**config.mk**
```make
export PLATFORM = sky130hd
export DESIGN_NAME = sched_unit
export DESIGN_NICKNAME = d
export VERILOG_FILES = /design/src/verilog/sched_pkg.sv /design/src/verilog/sched_age_picker.sv /design/src/verilog/sched_entry.sv /design/src/verilog/sched_exec_pipe.sv /design/src/verilog/sched_issue_queue.sv /design/src/verilog/sched_ptr_ring.sv /design/src/verilog/sched_unit.sv
export SDC_FILE = /design/constraint.sdc
export NUM_CORES = 1
export LEC_CHECK = 0
export BUFFER_PORTS_ARGS = -buffer_cell sky130_fd_sc_hd__buf_4
export CORE_ASPECT_RATIO = 0.6
export CORE_MARGIN = 3
export CORE_UTILIZATION = 25
export CTS_BUF_LIST = sky130_fd_sc_hd__clkbuf_8
export DETAILED_ROUTE_END_ITERATION = 8
export SLEW_MARGIN = 25
export SYNTH_ARGS = -nofsm -noshare
export SYNTH_HDL_FRONTEND = slang
export SYNTH_SLANG_ARGS = --single-unit
export TNS_END_PERCENT = 5
```
**constraint.sdc**
```tcl
create_clock -name i_clk -period 4.8 [get_ports i_clk]
set_input_delay 0.96 -clock i_clk [delete_from_list [all_inputs] [get_ports i_clk]]
set_output_delay 0.96 -clock i_clk [all_outputs]
set_load 0.01 [all_outputs]
```
**src/verilog/sched_pkg.sv**
```systemverilog
`default_nettype none

package sched_pkg;

  localparam int TAG_W = 5; // physical tag
  localparam int CMT_W = 6; // commit id

  typedef enum logic [1:0] {
    OP_ADD,
    OP_SUB,
    OP_XOR,
    OP_TRAP // completes with exception
  } op_e;

  typedef enum logic [1:0] {
    ST_INIT,   // free
    ST_WAIT,   // waiting on sources, or ready
    ST_ISSUED, // in the pipe
    ST_DONE    // completed, not yet retired
  } sched_state_e;

  typedef struct packed {
    logic [CMT_W-1:0] cmt_id;
    op_e              op;
    logic [TAG_W-1:0] rd;
    logic             rs1_valid;
    logic [TAG_W-1:0] rs1_tag;
    logic             rs1_ready;
    logic             rs2_valid;
    logic [TAG_W-1:0] rs2_tag;
    logic             rs2_ready;
  } disp_t;

  typedef struct packed {
    logic             valid;
    logic [CMT_W-1:0] cmt_id;
    op_e              op;
    logic [TAG_W-1:0] rd;
  } issue_t;

  typedef struct packed {
    logic             valid;
    logic [TAG_W-1:0] tag;
  } wakeup_t;

  typedef struct packed {
    logic             valid;
    logic [CMT_W-1:0] cmt_id;
    logic             exc_valid;
  } done_rpt_t;

endpackage

`default_nettype wire

```
**src/verilog/sched_age_picker.sv**
```systemverilog
`default_nettype none

module sched_age_picker #(
  parameter int ENTRY_SIZE = 8
) (
  input  wire [ENTRY_SIZE-1:0]         i_req,
  input  wire [$clog2(ENTRY_SIZE)-1:0] i_out_ptr,
  output logic [ENTRY_SIZE-1:0]        o_grant_oh
);

  logic [2*ENTRY_SIZE-1:0] w_req_shr;
  logic [ENTRY_SIZE-1:0]   w_req_rot;
  logic [ENTRY_SIZE-1:0]   w_low_oh;
  logic [2*ENTRY_SIZE-1:0] w_grant_shl;

  // out pointer becomes bit 0
  assign w_req_shr = {i_req, i_req} >> i_out_ptr;
  assign w_req_rot = w_req_shr[ENTRY_SIZE-1:0];

  assign w_low_oh = w_req_rot & (-w_req_rot); // oldest ready

  // rotate back to slot numbering
  assign w_grant_shl = {w_low_oh, w_low_oh} << i_out_ptr;
  assign o_grant_oh  = w_grant_shl[2*ENTRY_SIZE-1:ENTRY_SIZE];

endmodule

`default_nettype wire

```
**src/verilog/sched_entry.sv**
```systemverilog
`default_nettype none

module sched_entry (
  input  wire                     i_clk,
  input  wire                     i_arst_n,
  input  wire                     i_put,
  input  wire sched_pkg::disp_t   i_put_data,
  input  wire sched_pkg::wakeup_t i_wakeup_int,
  input  wire sched_pkg::wakeup_t i_wakeup_ext,
  input  wire                     i_picked,
  input  wire                     i_pipe_done,
  input  wire                     i_retire,
  output logic                    o_ready,
  output sched_pkg::issue_t       o_entry,
  output sched_pkg::sched_state_e o_state
);

  import sched_pkg::*;

  sched_state_e r_state;
  disp_t        r_data;
  disp_t        w_nxt;

  // either bus broadcasting this tag
  function automatic logic tag_hit(input logic [TAG_W-1:0] tag);
    return (i_wakeup_int.valid && i_wakeup_int.tag == tag) ||
           (i_wakeup_ext.valid && i_wakeup_ext.tag == tag);
  endfunction

  always_ff @(posedge i_clk or negedge i_arst_n) begin
    if (!i_arst_n) begin
      r_state <= ST_INIT;
    end else begin
      case (r_state)
        ST_INIT:   if (i_put) r_state <= ST_WAIT;
        ST_WAIT:   if (i_picked) r_state <= ST_ISSUED;
        ST_ISSUED: if (i_pipe_done) r_state <= ST_DONE;
        ST_DONE:   if (i_retire) r_state <= ST_INIT;
        default:   r_state <= ST_INIT;
      endcase
    end
  end

  // incoming op also sees this cycle's wakeups
  always_comb begin
    w_nxt = i_put ? i_put_data : r_data;
    if (w_nxt.rs1_valid && !w_nxt.rs1_ready && tag_hit(w_nxt.rs1_tag)) begin
      w_nxt.rs1_ready = 1'b1;
    end
    if (w_nxt.rs2_valid && !w_nxt.rs2_ready && tag_hit(w_nxt.rs2_tag)) begin
      w_nxt.rs2_ready = 1'b1;
    end
  end

  always_ff @(posedge i_clk) begin
    r_data <= w_nxt;
  end

  assign o_ready = (r_state == ST_WAIT) &&
                   (!r_data.rs1_valid || r_data.rs1_ready) &&
                   (!r_data.rs2_valid || r_data.rs2_ready);

  assign o_entry = '{
    valid:  (r_state != ST_INIT),
    cmt_id: r_data.cmt_id,
    op:     r_data.op,
    rd:     r_data.rd
  };

  assign o_state = r_state;

endmodule

`default_nettype wire

```
**src/verilog/sched_exec_pipe.sv**
```systemverilog
`default_nettype none

module sched_exec_pipe #(
  parameter int ENTRY_SIZE = 8,
  parameter int EXEC_LAT   = 2
) (
  input  wire                    i_clk,
  input  wire                    i_arst_n,
  input  wire sched_pkg::issue_t i_issue,
  input  wire [ENTRY_SIZE-1:0]   i_iss_index_oh,
  output sched_pkg::wakeup_t     o_wb_wakeup,
  output logic                   o_done_valid,
  output logic [ENTRY_SIZE-1:0]  o_done_index_oh
);

  import sched_pkg::*;

  typedef struct packed {
    logic [TAG_W-1:0]      tag;
    logic [ENTRY_SIZE-1:0] idx_oh;
  } stage_t;

  logic [EXEC_LAT-1:0] r_valid;
  stage_t              r_stage [EXEC_LAT];

  always_ff @(posedge i_clk or negedge i_arst_n) begin
    if (!i_arst_n) begin
      r_valid <= '0;
    end else begin
      r_valid[0] <= i_issue.valid;
      for (int i = 1; i < EXEC_LAT; i++) begin
        r_valid[i] <= r_valid[i-1];
      end
    end
  end

  always_ff @(posedge i_clk) begin
    r_stage[0] <= '{tag: i_issue.rd, idx_oh: i_iss_index_oh};
    for (int i = 1; i < EXEC_LAT; i++) begin
      r_stage[i] <= r_stage[i-1];
    end
  end

  // last stage is the completion cycle
  assign o_wb_wakeup     = '{valid: r_valid[EXEC_LAT-1], tag: r_stage[EXEC_LAT-1].tag};
  assign o_done_valid    = r_valid[EXEC_LAT-1];
  assign o_done_index_oh = r_stage[EXEC_LAT-1].idx_oh;

endmodule

`default_nettype wire

```
**src/verilog/sched_issue_queue.sv**
```systemverilog
`default_nettype none

module sched_issue_queue #(
  parameter int ENTRY_SIZE = 8
) (
  input  wire                     i_clk,
  input  wire                     i_arst_n,
  input  wire                     i_disp_valid,
  input  wire sched_pkg::disp_t   i_disp,
  input  wire sched_pkg::wakeup_t i_wakeup_int,
  input  wire sched_pkg::wakeup_t i_wakeup_ext,
  input  wire                     i_pipe_done,
  input  wire [ENTRY_SIZE-1:0]    i_pipe_done_oh,
  output sched_pkg::issue_t       o_issue,
  output logic [ENTRY_SIZE-1:0]   o_iss_index_oh,
  output sched_pkg::done_rpt_t    o_done_report,
  output logic                    o_credit_ret
);

  import sched_pkg::*;

  localparam int PTR_W = $clog2(ENTRY_SIZE);

  logic [PTR_W-1:0]      w_in_ptr;
  logic [PTR_W-1:0]      w_out_ptr;
  logic [ENTRY_SIZE-1:0] w_ready;
  logic [ENTRY_SIZE-1:0] w_grant_oh;
  logic [ENTRY_SIZE-1:0] w_done_oh;
  issue_t                w_entry [ENTRY_SIZE];
  sched_state_e          w_state [ENTRY_SIZE];
  issue_t                w_done_sel;
  logic                  w_pop;

  logic                  r_done_valid;
  logic [CMT_W-1:0]      r_done_cmt_id;
  logic                  r_done_exc;
  logic                  r_credit_ret;

  function automatic issue_t oh_select(input logic [ENTRY_SIZE-1:0] oh,
                                       input issue_t data [ENTRY_SIZE]);
    issue_t sel;
    sel = '0;
    for (int i = 0; i < ENTRY_SIZE; i++) begin
      sel = sel | (data[i] & {$bits(issue_t){oh[i]}});
    end
    return sel;
  endfunction

  assign w_pop = (w_state[w_out_ptr] == ST_DONE); // in-order retire

  sched_ptr_ring #(.ENTRY_SIZE(ENTRY_SIZE)) u_ptr_ring (
    .i_clk     (i_clk),
    .i_arst_n  (i_arst_n),
    .i_push    (i_disp_valid),
    .i_pop     (w_pop),
    .o_in_ptr  (w_in_ptr),
    .o_out_ptr (w_out_ptr)
  );

  sched_age_picker #(.ENTRY_SIZE(ENTRY_SIZE)) u_age_picker (
    .i_req      (w_ready),
    .i_out_ptr  (w_out_ptr),
    .o_grant_oh (w_grant_oh)
  );

  for (genvar s_idx = 0; s_idx < ENTRY_SIZE; s_idx++) begin : g_entry
    sched_entry u_entry (
      .i_clk        (i_clk),
      .i_arst_n     (i_arst_n),
      .i_put        (i_disp_valid && (w_in_ptr == PTR_W'(s_idx))),
      .i_put_data   (i_disp),
      .i_wakeup_int (i_wakeup_int),
      .i_wakeup_ext (i_wakeup_ext),
      .i_picked     (w_grant_oh[s_idx]),
      .i_pipe_done  (w_done_oh[s_idx]),
      .i_retire     (w_pop && (w_out_ptr == PTR_W'(s_idx))),
      .o_ready      (w_ready[s_idx]),
      .o_entry      (w_entry[s_idx]),
      .o_state      (w_state[s_idx])
    );
  end

  assign o_issue        = oh_select(w_grant_oh, w_entry);
  assign o_iss_index_oh = w_grant_oh;

  assign w_done_oh  = i_pipe_done_oh & {ENTRY_SIZE{i_pipe_done}};
  assign w_done_sel = oh_select(w_done_oh, w_entry);

  always_ff @(posedge i_clk or negedge i_arst_n) begin
    if (!i_arst_n) begin
      r_done_valid <= 1'b0;
      r_credit_ret <= 1'b0;
    end else begin
      r_done_valid <= i_pipe_done;
      r_credit_ret <= w_pop; // one credit per retired slot
    end
  end

  always_ff @(posedge i_clk) begin
    r_done_cmt_id <= w_done_sel.cmt_id;
    r_done_exc    <= (w_done_sel.op == OP_TRAP);
  end

  assign o_done_report = '{valid: r_done_valid, cmt_id: r_done_cmt_id, exc_valid: r_done_exc};
  assign o_credit_ret  = r_credit_ret;

endmodule

`default_nettype wire

```
**src/verilog/sched_ptr_ring.sv**
```systemverilog
`default_nettype none

module sched_ptr_ring #(
  parameter int ENTRY_SIZE = 8
) (
  input  wire                          i_clk,
  input  wire                          i_arst_n,
  input  wire                          i_push,
  input  wire                          i_pop,
  output logic [$clog2(ENTRY_SIZE)-1:0] o_in_ptr,
  output logic [$clog2(ENTRY_SIZE)-1:0] o_out_ptr
);

  localparam int PTR_W = $clog2(ENTRY_SIZE);

  logic [PTR_W-1:0] r_in_ptr;
  logic [PTR_W-1:0] r_out_ptr;

  function automatic logic [PTR_W-1:0] next_ptr(input logic [PTR_W-1:0] ptr);
    if (ptr == PTR_W'(ENTRY_SIZE - 1)) begin
      return '0;
    end
    return ptr + 1'b1;
  endfunction

  // push and pop are independent, both may fire in one cycle
  always_ff @(posedge i_clk or negedge i_arst_n) begin
    if (!i_arst_n) begin
      r_in_ptr  <= '0;
      r_out_ptr <= '0;
    end else begin
      if (i_push) r_in_ptr <= next_ptr(r_in_ptr);
      if (i_pop) r_out_ptr <= next_ptr(r_out_ptr);
    end
  end

  assign o_in_ptr  = r_in_ptr;
  assign o_out_ptr = r_out_ptr;

endmodule

`default_nettype wire

```
**src/verilog/sched_unit.sv**
```systemverilog
`default_nettype none

module sched_unit #(
  parameter int ENTRY_SIZE = 8,
  parameter int EXEC_LAT   = 2
) (
  input  wire                     i_clk,
  input  wire                     i_arst_n,
  input  wire                     i_disp_valid,
  input  wire sched_pkg::disp_t   i_disp,
  input  wire sched_pkg::wakeup_t i_ext_wakeup,
  output sched_pkg::done_rpt_t    o_done_report,
  output logic                    o_credit_ret
);

  import sched_pkg::*;

  issue_t                w_issue;
  logic [ENTRY_SIZE-1:0] w_iss_index_oh;
  wakeup_t               w_wb_wakeup;
  logic                  w_done_valid;
  logic [ENTRY_SIZE-1:0] w_done_index_oh;

  sched_issue_queue #(.ENTRY_SIZE(ENTRY_SIZE)) u_issue_queue (
    .i_clk          (i_clk),
    .i_arst_n       (i_arst_n),
    .i_disp_valid   (i_disp_valid),
    .i_disp         (i_disp),
    .i_wakeup_int   (w_wb_wakeup),
    .i_wakeup_ext   (i_ext_wakeup),
    .i_pipe_done    (w_done_valid),
    .i_pipe_done_oh (w_done_index_oh),
    .o_issue        (w_issue),
    .o_iss_index_oh (w_iss_index_oh),
    .o_done_report  (o_done_report),
    .o_credit_ret   (o_credit_ret)
  );

  sched_exec_pipe #(.ENTRY_SIZE(ENTRY_SIZE), .EXEC_LAT(EXEC_LAT)) u_exec_pipe (
    .i_clk           (i_clk),
    .i_arst_n        (i_arst_n),
    .i_issue         (w_issue),
    .i_iss_index_oh  (w_iss_index_oh),
    .o_wb_wakeup     (w_wb_wakeup),
    .o_done_valid    (w_done_valid),
    .o_done_index_oh (w_done_index_oh)
  );

endmodule

`default_nettype wire
```
## Word level (Yosys, flattened, before mapping)

Memories as Yosys holds them, arrays and structs flattened.
Index checks and enable logic that the tools add are counted.

- Memories kept: 1
- Memory bits (read-only): 0
- Output and inout bits: 9
- Bits in registers: 249
- Input bits: 36
- Memory bits (writable): 26
- Latch bits: 0
- Word-level logic and storage cells: 476

- Reduce and logical (&&, ||, !) cells: 186
- Shifts and indexed selects: 2
- Muxes and demuxes: 59
- $mul: 0
- Divide/modulo/power cells: 0
- $lt $le $gt $ge: 1
- Bitwise logic cells: 33
- Eq/ne operators: 104
- $add $sub $neg: 3

Memory list:

| memory | depth | width | read ports | clocked after memory_dff | wr ports | line | RTL |
|---|---|---|---|---|---|---|---|
| u_exec_pipe.r_stage | 2 | 13 | 2 | 0 | 2 | sched_exec_pipe.sv:24 | `stage_t r_stage [EXEC_LAT];` |

Operators by type and width:

| cell | number |
|---|---|
| $eq 5x5->1 | 32 |
| $and 14x14->14 | 8 |
| $mux 14 | 8 |
| $and 13x13->13 | 8 |
| $or 14x14->14 | 7 |
| $logic_and 1x1->1 | 96 |
| $or 13x13->13 | 7 |
| $mux 2 | 34 |
| $pmux 2 s4 | 8 |
| $eq 2x2->1 const B | 18 |
| $logic_not 1->1 | 32 |
| $logic_or 1x1->1 | 32 |
| $ne 2x1->1 const B | 16 |
| $ne 2x2->1 const B | 16 |
| $reduce_and 4->1 | 8 |
| $eq 3x3->1 const B | 8 |
| $and 8x8->8 | 2 |
| $eq 2x1->1 const B | 8 |
| $logic_not 2->1 | 8 |
| $reduce_bool 2->1 | 8 |
| $shl 16x3->16 | 1 |
| $shr 16x3->8 | 1 |
| $eq 3x2->1 const B | 4 |
| $mux 3 | 4 |
| other kinds (8) | 14 |

## Longest topological paths before layout

Gate-level depths: netlist (run 1).

- Depth in word-level cells: 16
- Mapped depth: 13
- Depth with buffers taken out: 11

## Cells and area by module

From an unflattened synthesis (run 1), not the netlist that was laid out.

- Cells, all modules: 1297
- Area total of the unflattened synthesis: 14337.5 um^2

Modules (own cells, without submodules):

| module | cells an instance | area an instance (um^2) | sequential area each (um^2) | times used |
|---|---|---|---|---|
| sched_entry | 119 | 1403.8 | 720.7 | 8 |
| sched_issue_queue | 197 | 1445.1 | 190.2 | 1 |
| sched_age_picker | 88 | 710.7 | 0.0 | 1 |
| sched_exec_pipe | 42 | 675.6 | 570.5 | 1 |
| sched_ptr_ring | 18 | 275.3 | 150.1 | 1 |

## Least setup slack after synthesis (run 1)

No wires, ideal clock.

- Kind: input-to-reg
- Start point: input port i_disp_valid
- End point: register u_issue_queue.g_entry[2].u_entry.r_data[0] in the netlist's numbering
- Setup time: 0.122 ns
- Stages: 11
- Buffers on the path: 3
- Setup slack: 1.702 ns
- Data required time: 4.678 ns
- Data arrival time: 2.976 ns
- Cell sequence: clkbuf_1 > nor2b_1 > clkbuf_1 > nand2_1 > clkbuf_1 > mux2i_1 > xnor2_1 > nor4_1 > nand3_1 > o31ai_1 > a221o_1

- Cells in the longest elaborated chain, start to end: 6
- Elaborated cells between the ends (all ways): 10
- Classes of those cells: eq/ne: 2; mux: 1; reduce/logical: 7

Ends and longest elaborated chain:

| item | line | RTL |
|---|---|---|
| start: declaration | sched_unit.sv:9 | `input wire i_disp_valid,` |
| $logic_and 1x1->1 * | sched_issue_queue.sv:70 | `.i_put (i_disp_valid && (w_in_ptr == PTR_W'(s_idx))),` |
| $mux 14 * | sched_entry.sv:46 | `w_nxt = i_put ? i_put_data : r_data;` |
| $eq 5x5->1 (on tied branches) | sched_entry.sv:26, sched_entry.sv:27 |  |
| $logic_and 1x1->1 (on tied branches) | sched_entry.sv:26, sched_entry.sv:27 |  |
| $logic_or 1x1->1 | sched_entry.sv:26 | `return (i_wakeup_int.valid && i_wakeup_int.tag == tag) \|\|` |
| $logic_and 1x1->1 | sched_entry.sv:50 | `if (w_nxt.rs2_valid && !w_nxt.rs2_ready && tag_hit(w_nxt.rs2_tag)) begin` |
| end signal: assignment | sched_entry.sv:56 | `r_data <= w_nxt;` |
| end: declaration | sched_entry.sv:21 | `disp_t r_data;` |

Every way passes the cells marked *; elsewhere a longest branch is shown, timed or not.
A chain may end at the register's enable or synchronous reset.

## Final worst setup path (run 1)

- Start point: register u_issue_queue.u_ptr_ring.r_out_ptr[2] (netlist: u_issue_queue.u_ptr_ring.o_out_ptr[2])
- End point: register u_issue_queue.g_entry[1].u_entry.r_state[1]

- Elaborated cells between the ends (all ways): 14
- Classes of those cells: add/sub: 1; eq/ne: 4; shift: 2; mux: 3; bitwise: 2; reduce/logical: 2

RTL lines:

| item | line | RTL |
|---|---|---|
| start: declaration | sched_ptr_ring.sv:17 | `logic [PTR_W-1:0] r_out_ptr;` |
| start signal: assignment | sched_ptr_ring.sv:33 | `if (i_pop) r_out_ptr <= next_ptr(r_out_ptr);` |
| $shr 16x3->8 | sched_age_picker.sv:17 | `assign w_req_shr = {i_req, i_req} >> i_out_ptr;` |
| $neg 8->8 | sched_age_picker.sv:20 | `assign w_low_oh = w_req_rot & (-w_req_rot);` |
| $and 8x8->8 | sched_age_picker.sv:20 |  |
| $shl 16x3->16 * | sched_age_picker.sv:23 | `assign w_grant_shl = {w_low_oh, w_low_oh} << i_out_ptr;` |
| net u_issue_queue.g_entry[1].u_entry.i_picked | sched_entry.sv:10 | `input wire i_picked,` |
| $ne 2x1->1 (no line) * | - |  |
| $reduce_and 4->1 (no line) * | - |  |
| end signal: assignment | sched_entry.sv:32 | `r_state <= ST_INIT;` |
| end signal: assignment | sched_entry.sv:35 | `ST_INIT: if (i_put) r_state <= ST_WAIT;` |
| end signal: assignment | sched_entry.sv:36 | `ST_WAIT: if (i_picked) r_state <= ST_ISSUED;` |
| end: declaration | sched_entry.sv:20 | `sched_state_e r_state;` |

Mark *: on every way through the listed nets, which the timed path passes. The rest lies on a longest branch. The select of a mux whose other input is x is not followed.

==> flow_metrics.env, run 1 <==
export IMPL_wl_met3_um=2990
export IMPL_wl_met1_um=20200
export IMPL_drt_wl_total_um=40300
export IMPL_die_w_um=308
export IMPL_synth_edff_count=104
export IMPL_slew_headroom_pct=27.1
export IMPL_hpwl_um=27500
export IMPL_final_common_cell="dfxtp_1"
export IMPL_multi_input_area_sq_um=6260
export IMPL_yosysTopAreaCell="edfxtp_1"
export IMPL_post_route_drc_count=0
export IMPL_cts_buffer_depth=3
export IMPL_cts_tree="yes"
export IMPL_yosysSeqAreaShare_pct=48.7
export IMPL_critPathMaxFanout=28
export IMPL_antenna_found_initial=0
export IMPL_grt_pass1_wl_um=60900
export IMPL_final_cell_mix="dfxtp_1, inv_1, edfxtp_1"
export IMPL_grt_max_degree=42
export IMPL_root_buffer="clkbuf_8"
export IMPL_core_sq_um=53400
export IMPL_period_share_pct=77.9
export IMPL_worst_pin_slew_ns=1.09
export IMPL_area_delta_synth_final_pct=14.0
export IMPL_status="finished, final reports clean"
export IMPL_min_period_ns=3.74
export IMPL_finalSetupTns_ns=0
export IMPL_maxCapViolations=0
export IMPL_dieArea_sq_um=57800
export IMPL_synth_top_area_share_pct=22.8
export IMPL_skew_ns=0.0376
export IMPL_r2r_end="u_issue_queue.g_entry[1].u_entry.o_state[1]"
export IMPL_required_ns=5.24
export IMPL_drv_slew=0
export IMPL_port_buffers=44
export IMPL_grt_pass1_vias=9871
export IMPL_setup_violations=0
export IMPL_drt_initial_drc_count=1021
export IMPL_syn_inst=1246
export IMPL_arrival_ns=4.19
export IMPL_synth_area_leaders="edfxtp_1, dfxtp_1, mux2i_1"
export IMPL_cts_buffers=45
export IMPL_nets=1360
export IMPL_antennaDiodeCount=0
export IMPL_ff_latch_area_sq_um=6680
export IMPL_highest_layer="met4"
export IMPL_peakVddDrop_uv=235
export IMPL_wl_met2_um=16200
export IMPL_syn_num_nets=1326
export IMPL_power_leakage_nw=6.80
export IMPL_fmax_ghz=0.267
export IMPL_ys_ff_latch=275
export IMPL_clk_pin_slew_ns=0.06
export IMPL_cts_sinks=275
export IMPL_grt_ovfl_total=0
export IMPL_io_pins=45
export IMPL_cts_resized=0
export IMPL_drt_vias_per_instance=4.90
export IMPL_synth_cell_types=67
export IMPL_powerDensity_nw_per_um2=703
export IMPL_synth_ff_type="dfxtp_1"
export IMPL_gp_congestion=0.891
export IMPL_clock_latency_ns=0.59
export IMPL_dr_pass1_iters=5
export IMPL_place_area_sq_um=14800
export IMPL_avgSynthCellArea_sq_um=11.0
export IMPL_rsz0062_at_grt="no"
export IMPL_fp_dieH_um=187
export IMPL_via_count=9892
export IMPL_worstSetupStartpointType="register"
export IMPL_ff2ff_setup_slack_ns=1.06
export IMPL_hold_class="primary input to asynchronous set/reset pin"
export IMPL_endpoint_kind="register"
export IMPL_ff2ff_path_depth=8
export IMPL_worstReg2RegStart="u_issue_queue.u_ptr_ring.o_out_ptr[2]"
export IMPL_post_cts_buffers=0
export IMPL_drive_gt1_share_pct=13.2
export IMPL_ys_warn_count=0
export IMPL_drt_wirelength_per_cell_um=20.0
export IMPL_ant_nets=0
export IMPL_endpoint="u_issue_queue.g_entry[1].u_entry.o_state[1]"
export IMPL_hold_buffers=0
export IMPL_whs_ns=0.293
export IMPL_async_flop_share_pct=9.45
export IMPL_path_class="register to register"
export IMPL_worstPathCellList="inv_1, buf_4, mux4_2, a21oi_2, a22o_1, a21o_1, o21a_1, mux2_1"
export IMPL_fillers=5482
export IMPL_finalHoldViolCount=0
export IMPL_fin_area_sq_um=15600
export IMPL_critical_path_max_stage_delay_ns=0.64
export IMPL_htree_levels=2
export IMPL_synth_area_sq_um=13700
export IMPL_startpoint="u_issue_queue.u_ptr_ring.o_out_ptr[2]"
export IMPL_slowest_stage="mux4_2"
export IMPL_row_count=65
export IMPL_initial_core_util_pct=25.7
export IMPL_grt_usage_pct=13.7
==> layer usage <==
layer | vias up | global-route usage (%)
li1 | 4537 | -
met1 | 4914 | 21.0
met2 | 369 | 19.0
met3 | 72 | 3.24
met4 | 0 | 3.45
met5 | - | 0
==> where the power goes <==
part | internal [mW] | leakage (nW) | switching (mW) | total (mW)
Combinational | 2.16 | 3.84 | 3.09 | 5.25
Clock | 0.998 | 0.501 | 0.974 | 1.97
Sequential | 3.28 | 2.46 | 0.488 | 3.77
Total | 6.44 | 6.80 | 4.55 | 11.0
==> how the worst min path moves through the flow <==
stage | from | to | cells after the start
6_report | i_arst_n | u_issue_queue.u_ptr_ring.o_in_ptr[0] | 1
5_1_grt | i_arst_n | u_issue_queue.u_ptr_ring.o_in_ptr[2] | 1
4_1_cts | i_arst_n | u_issue_queue.u_ptr_ring.o_in_ptr[0] | 1
3_5_place_dp | u_exec_pipe.r_stage[0][2] | u_exec_pipe.r_stage[0][15] | 0
3_3_place_gp | u_exec_pipe.r_stage[0][6] | u_exec_pipe.r_stage[0][19] | 0
2_1_floorplan | u_exec_pipe.r_stage[0][0] | u_exec_pipe.r_stage[0][13] | 0
==> kinds of logic after synthesis <==
family	count (synthesis)	synth area share (%)
and+or+nand+nor	221	8.49
AOI/OAI and AO/OA	204	12.1
muxes	140	10.8
buffers and inverters	202	5.67
DFF	275	48.7
adders and majority gates	44	4.01
xor gates and xnor gates	160	10.2
==> sequential cells by signal, summed over array words and instances, names as in the netlist <==
| register | flops |
|---|---|
| u_issue_queue.u_ptr_ring.o_out_ptr | 3 |
| u_exec_pipe.r_stage | 26 |
| u_issue_queue.r_done_exc | 1 |
| u_issue_queue.r_done_valid | 1 |
| u_issue_queue.g_entry.u_entry.o_entry | 104 |
| u_exec_pipe.r_valid | 2 |
| u_issue_queue.g_entry.u_entry.o_state | 16 |
| u_issue_queue.u_ptr_ring.o_in_ptr | 3 |
| u_issue_queue.o_credit_ret | 1 |
| u_issue_queue.g_entry.u_entry.r_data | 112 |
| u_issue_queue.r_done_cmt_id | 6 |
==> metrics by stage <==
stage               setup slack, ns  total power [mW]  instances  utilization [%]
floorplan                      1.70              7.52       1246                -
CTS                            1.14              11.0       2018             29.3
global route                  0.864              11.8       2018             29.3
detailed placement             1.15              8.98       1936             27.7
finish                         1.06              11.0       2018             29.3
global placement               1.17              8.84       1936             27.7
==> cells in the mapped netlist (6+ instances only) <==
| cell | instances |
|---|---|
| a221o_1 | 22 |
| xor2_1 | 80 |
| clkbuf_1 | 57 |
| o221ai_1 | 6 |
| and3_1 | 14 |
| buf_1 | 13 |
| a221oi_1 | 23 |
| nor2_1 | 39 |
| edfxtp_1 | 104 |
| mux2_2 | 30 |
| nor3_1 | 7 |
| o31ai_1 | 21 |
| ha_1 | 44 |
| nand4_1 | 17 |
| nand2_1 | 42 |
| a21o_1 | 7 |
| nor4_1 | 19 |
| xnor2_1 | 80 |
| inv_1 | 121 |
| mux2i_1 | 103 |
| nand3_1 | 41 |
| a41oi_1 | 6 |
| and2_1 | 11 |
| nand2b_1 | 17 |
| dfxtp_1 | 145 |
| buf_2 | 7 |
| o21ai_0 | 13 |
| a222oi_1 | 7 |
| a22o_1 | 9 |
| dfrtp_1 | 26 |
| a22oi_1 | 37 |
| a21oi_1 | 11 |
==> layout make-up <==
class | instances | area share (%)
multi-input combinational | 769 | 40.0
timing repair buffer | 67 | 3.22
tap | 703 | 5.62
clock buffer | 52 | 4.58
clock inverter | 30 | 0.920
sequential | 275 | 42.7
inverter | 122 | 2.93
==> worst max-delay path, delay by kind of cell, from the launching register on <==
kind / cells / cell delay, ns
muxes: 2 / 0.97
AOI/OAI and AO/OA: 4 / 1.24
DFF: 1 / 0.49
buffers and inverters: 2 / 0.88
Power figures use the tool's default switching activity.
==> run 2: changes to the inputs <==
clock period = 3.4 ns   (was 4.8 ns; I/O delays follow)
==> run 2 against run 1 <==
Compared with the run above:
- non-clock buffer count up 76
- sequential power up 43%
- fmax up 11%
- cell count up 3.9%
- global-route usage up 0.25 points
- routed wire length up 3.2%
- power up 56%
- setup slack worse by 1.0 ns
- first-iteration DRC count up 3.4%
- critical path type unchanged
- count of clock-buffer cells in the layout up 8
- largest cell class unchanged
==> flow_metrics.env, run 2 (synthesis results as in run 1) <==
export IMPL_status="finished, final reports clean"
export IMPL_grt_max_degree=39
export IMPL_core_sq_um=53400
export IMPL_via_count=10200
export IMPL_row_count=65
export IMPL_clock_latency_ns=0.60
export IMPL_clk_pin_slew_ns=0.07
export IMPL_cts_tree="yes"
export IMPL_fillers=5454
export IMPL_post_route_drc_count=0
export IMPL_drt_wirelength_per_cell_um=19.8
export IMPL_finalPower_mw=17.1
export IMPL_period_share_pct=99.1
export IMPL_cts_buffers=46
export IMPL_hold_depth=1
export IMPL_fmax_ghz=0.297
export IMPL_min_to="u_issue_queue.g_entry[5].u_entry.o_entry[6]"
export IMPL_powerDensity_nw_per_um2=1030
export IMPL_min_from="i_disp[20]"
export IMPL_area_delta_synth_final_pct=20.6
export IMPL_drt_wl_total_um=41600
export IMPL_peakVddDrop_uv=315
export IMPL_startpoint="u_issue_queue.g_entry[3].u_entry.o_state[0]"
export IMPL_drt_initial_drc_count=1056
export IMPL_dieArea_sq_um=57800
export IMPL_min_period_ns=3.37
export IMPL_arrival_ns=3.85
export IMPL_drt_vias_per_instance=4.89
export IMPL_dr_pass1_iters=5
export IMPL_grt_ovfl_total=0
export IMPL_rsz0062_at_grt="yes"
export IMPL_dp_slack_ns=-0.124
export IMPL_ff2ff_setup_slack_ns=0.03
export IMPL_fin_ws_ns=0.0290
export IMPL_drive_gt1_share_pct=20.7
export IMPL_critPathMaxFanout=5
export IMPL_htree_levels=2
export IMPL_grt_pass1_wl_um=61900
export IMPL_fp_dieH_um=187
export IMPL_final_common_cell="dfxtp_1"
export IMPL_worstReg2RegStart="u_issue_queue.g_entry[3].u_entry.o_state[0]"
export IMPL_drv_slew=0
export IMPL_gp_congestion=0.991
export IMPL_final_cell_mix="dfxtp_1, buf_4, inv_1"
export IMPL_io_pins=45
export IMPL_worst_pin_slew_ns=0.986
export IMPL_ff2ff_path_depth=11
export IMPL_slew_headroom_pct=34.2
export IMPL_antennaDiodeCount=0
export IMPL_worstSetupStartpointType="register"
export IMPL_maxCapViolations=0
export IMPL_grt_pass1_vias=10100
export IMPL_hpwl_um=29000
export IMPL_nets=1437
export IMPL_r2r_end="u_issue_queue.g_entry[3].u_entry.o_state[1]"
export IMPL_fin_util_pct=31.0
export IMPL_hold_class="primary input to register"
export IMPL_die_w_um=308
export IMPL_cts_sinks=275
export IMPL_largest_register_ffs=112
export IMPL_ant_nets=0
export IMPL_skew_ns=0.0290
export IMPL_power_leakage_nw=7.25
export IMPL_cts_buffer_depth=3
export IMPL_grt_usage_pct=14.0
export IMPL_largest_register="u_issue_queue.g_entry.u_entry.r_data"
export IMPL_setup_violations=0
export IMPL_root_buffer="clkbuf_8"
export IMPL_endpoint_kind="register"
export IMPL_antenna_found_initial=1
export IMPL_required_ns=3.88
export IMPL_path_class="register to register"
export IMPL_port_buffers=44
export IMPL_initial_core_util_pct=25.7
export IMPL_finalHoldViolCount=0
-- run 2: changes by cell type in the layout (fill, tap and decap cells not counted), moves of 3 or more --
cell       before  now
buf_4          67  140
bufinv_16       0    3
ha_1           44   40
and3_1         14   10
inv_1         137  124
clkinv_1        7    4
nand3_1        41   37
clkinv_2        4   10
clkbuf_8       52   60
nand3_2         0    3
-- run 2: power breakdown --
part | internal, mW | switching [mW]
sequential | 4.62 | 0.777
clock | 1.83 | 1.44
combinational | 3.75 | 4.69
-- run 2: final cells by class --
cell class                      count  area, sq um  area share, %
Sequential cell                   275         6680           40.4
Clock buffer                       60          826           4.99
Clock inverter                     25          209           1.26
Timing Repair Buffer              143         1090           6.60
Inverter                          122          458           2.77
Multi-Input combinational cell    769         6400           38.7
Tap cell                          703          880           5.32
-- run 2: worst max-delay path by stage --
stage	to	slack, ns	cells after the start
2_1_floorplan	u_exec_pipe.r_stage[0][10]	0.42	12
4_1_cts	u_exec_pipe.r_stage[0][11]	0.02	13
3_5_place_dp	u_exec_pipe.r_valid[0]	-0.12	12
6_report	u_issue_queue.g_entry[3].u_entry.o_state[1]	0.03	11
5_1_grt	u_exec_pipe.r_valid[0]	-0.05	13
3_3_place_gp	u_exec_pipe.r_valid[0]	-0.16	13
-- run 2: routing by layer --
metal,up-vias,part of all wire [%],global-route usage (%)
met5,-,0,0
met4,0,2.1,3.63
met3,75,8.7,4.30
met2,394,39,18.7
met1,5081,50,21.3
li1,4695,-,-
-- run 2: repair_timing --
item,in CTS,in global routing
endpoints found under the hold margin,26,0
hold buffers,1,0
resized for setup,5,28
pin swaps,3,8
setup endpoints to repair,9,19
buffers inserted,2,7
-- run 2: worst max-delay path: stages (launching register included) --
cell and delay [ns]:
dfrtp_1 0.42, ha_1 0.26, and3_1 0.22, nor2_1 0.33, a21oi_1 0.13, nor4b_4 0.15
buf_6 0.15, or4_1 0.55, a21oi_2 0.27, mux2_2 0.26, o21a_1 0.15, mux2_2 0.34
-- run 2: through the flow --
stage / instance area, sq um / instances / hold WS, ns / TNS, ns
final: 16500 / 2097 / 0.316 / 0
after global routing: 16500 / 2097 / 0.282 / -0.0714
after CTS: 16400 / 2090 / 0.271 / 0
after detailed placement: 15300 / 2002 / 0.312 / -0.247
after global placement: 15300 / 2002 / 0.312 / -0.174
after floorplan: 13700 / 1246 / 0.310 / 0
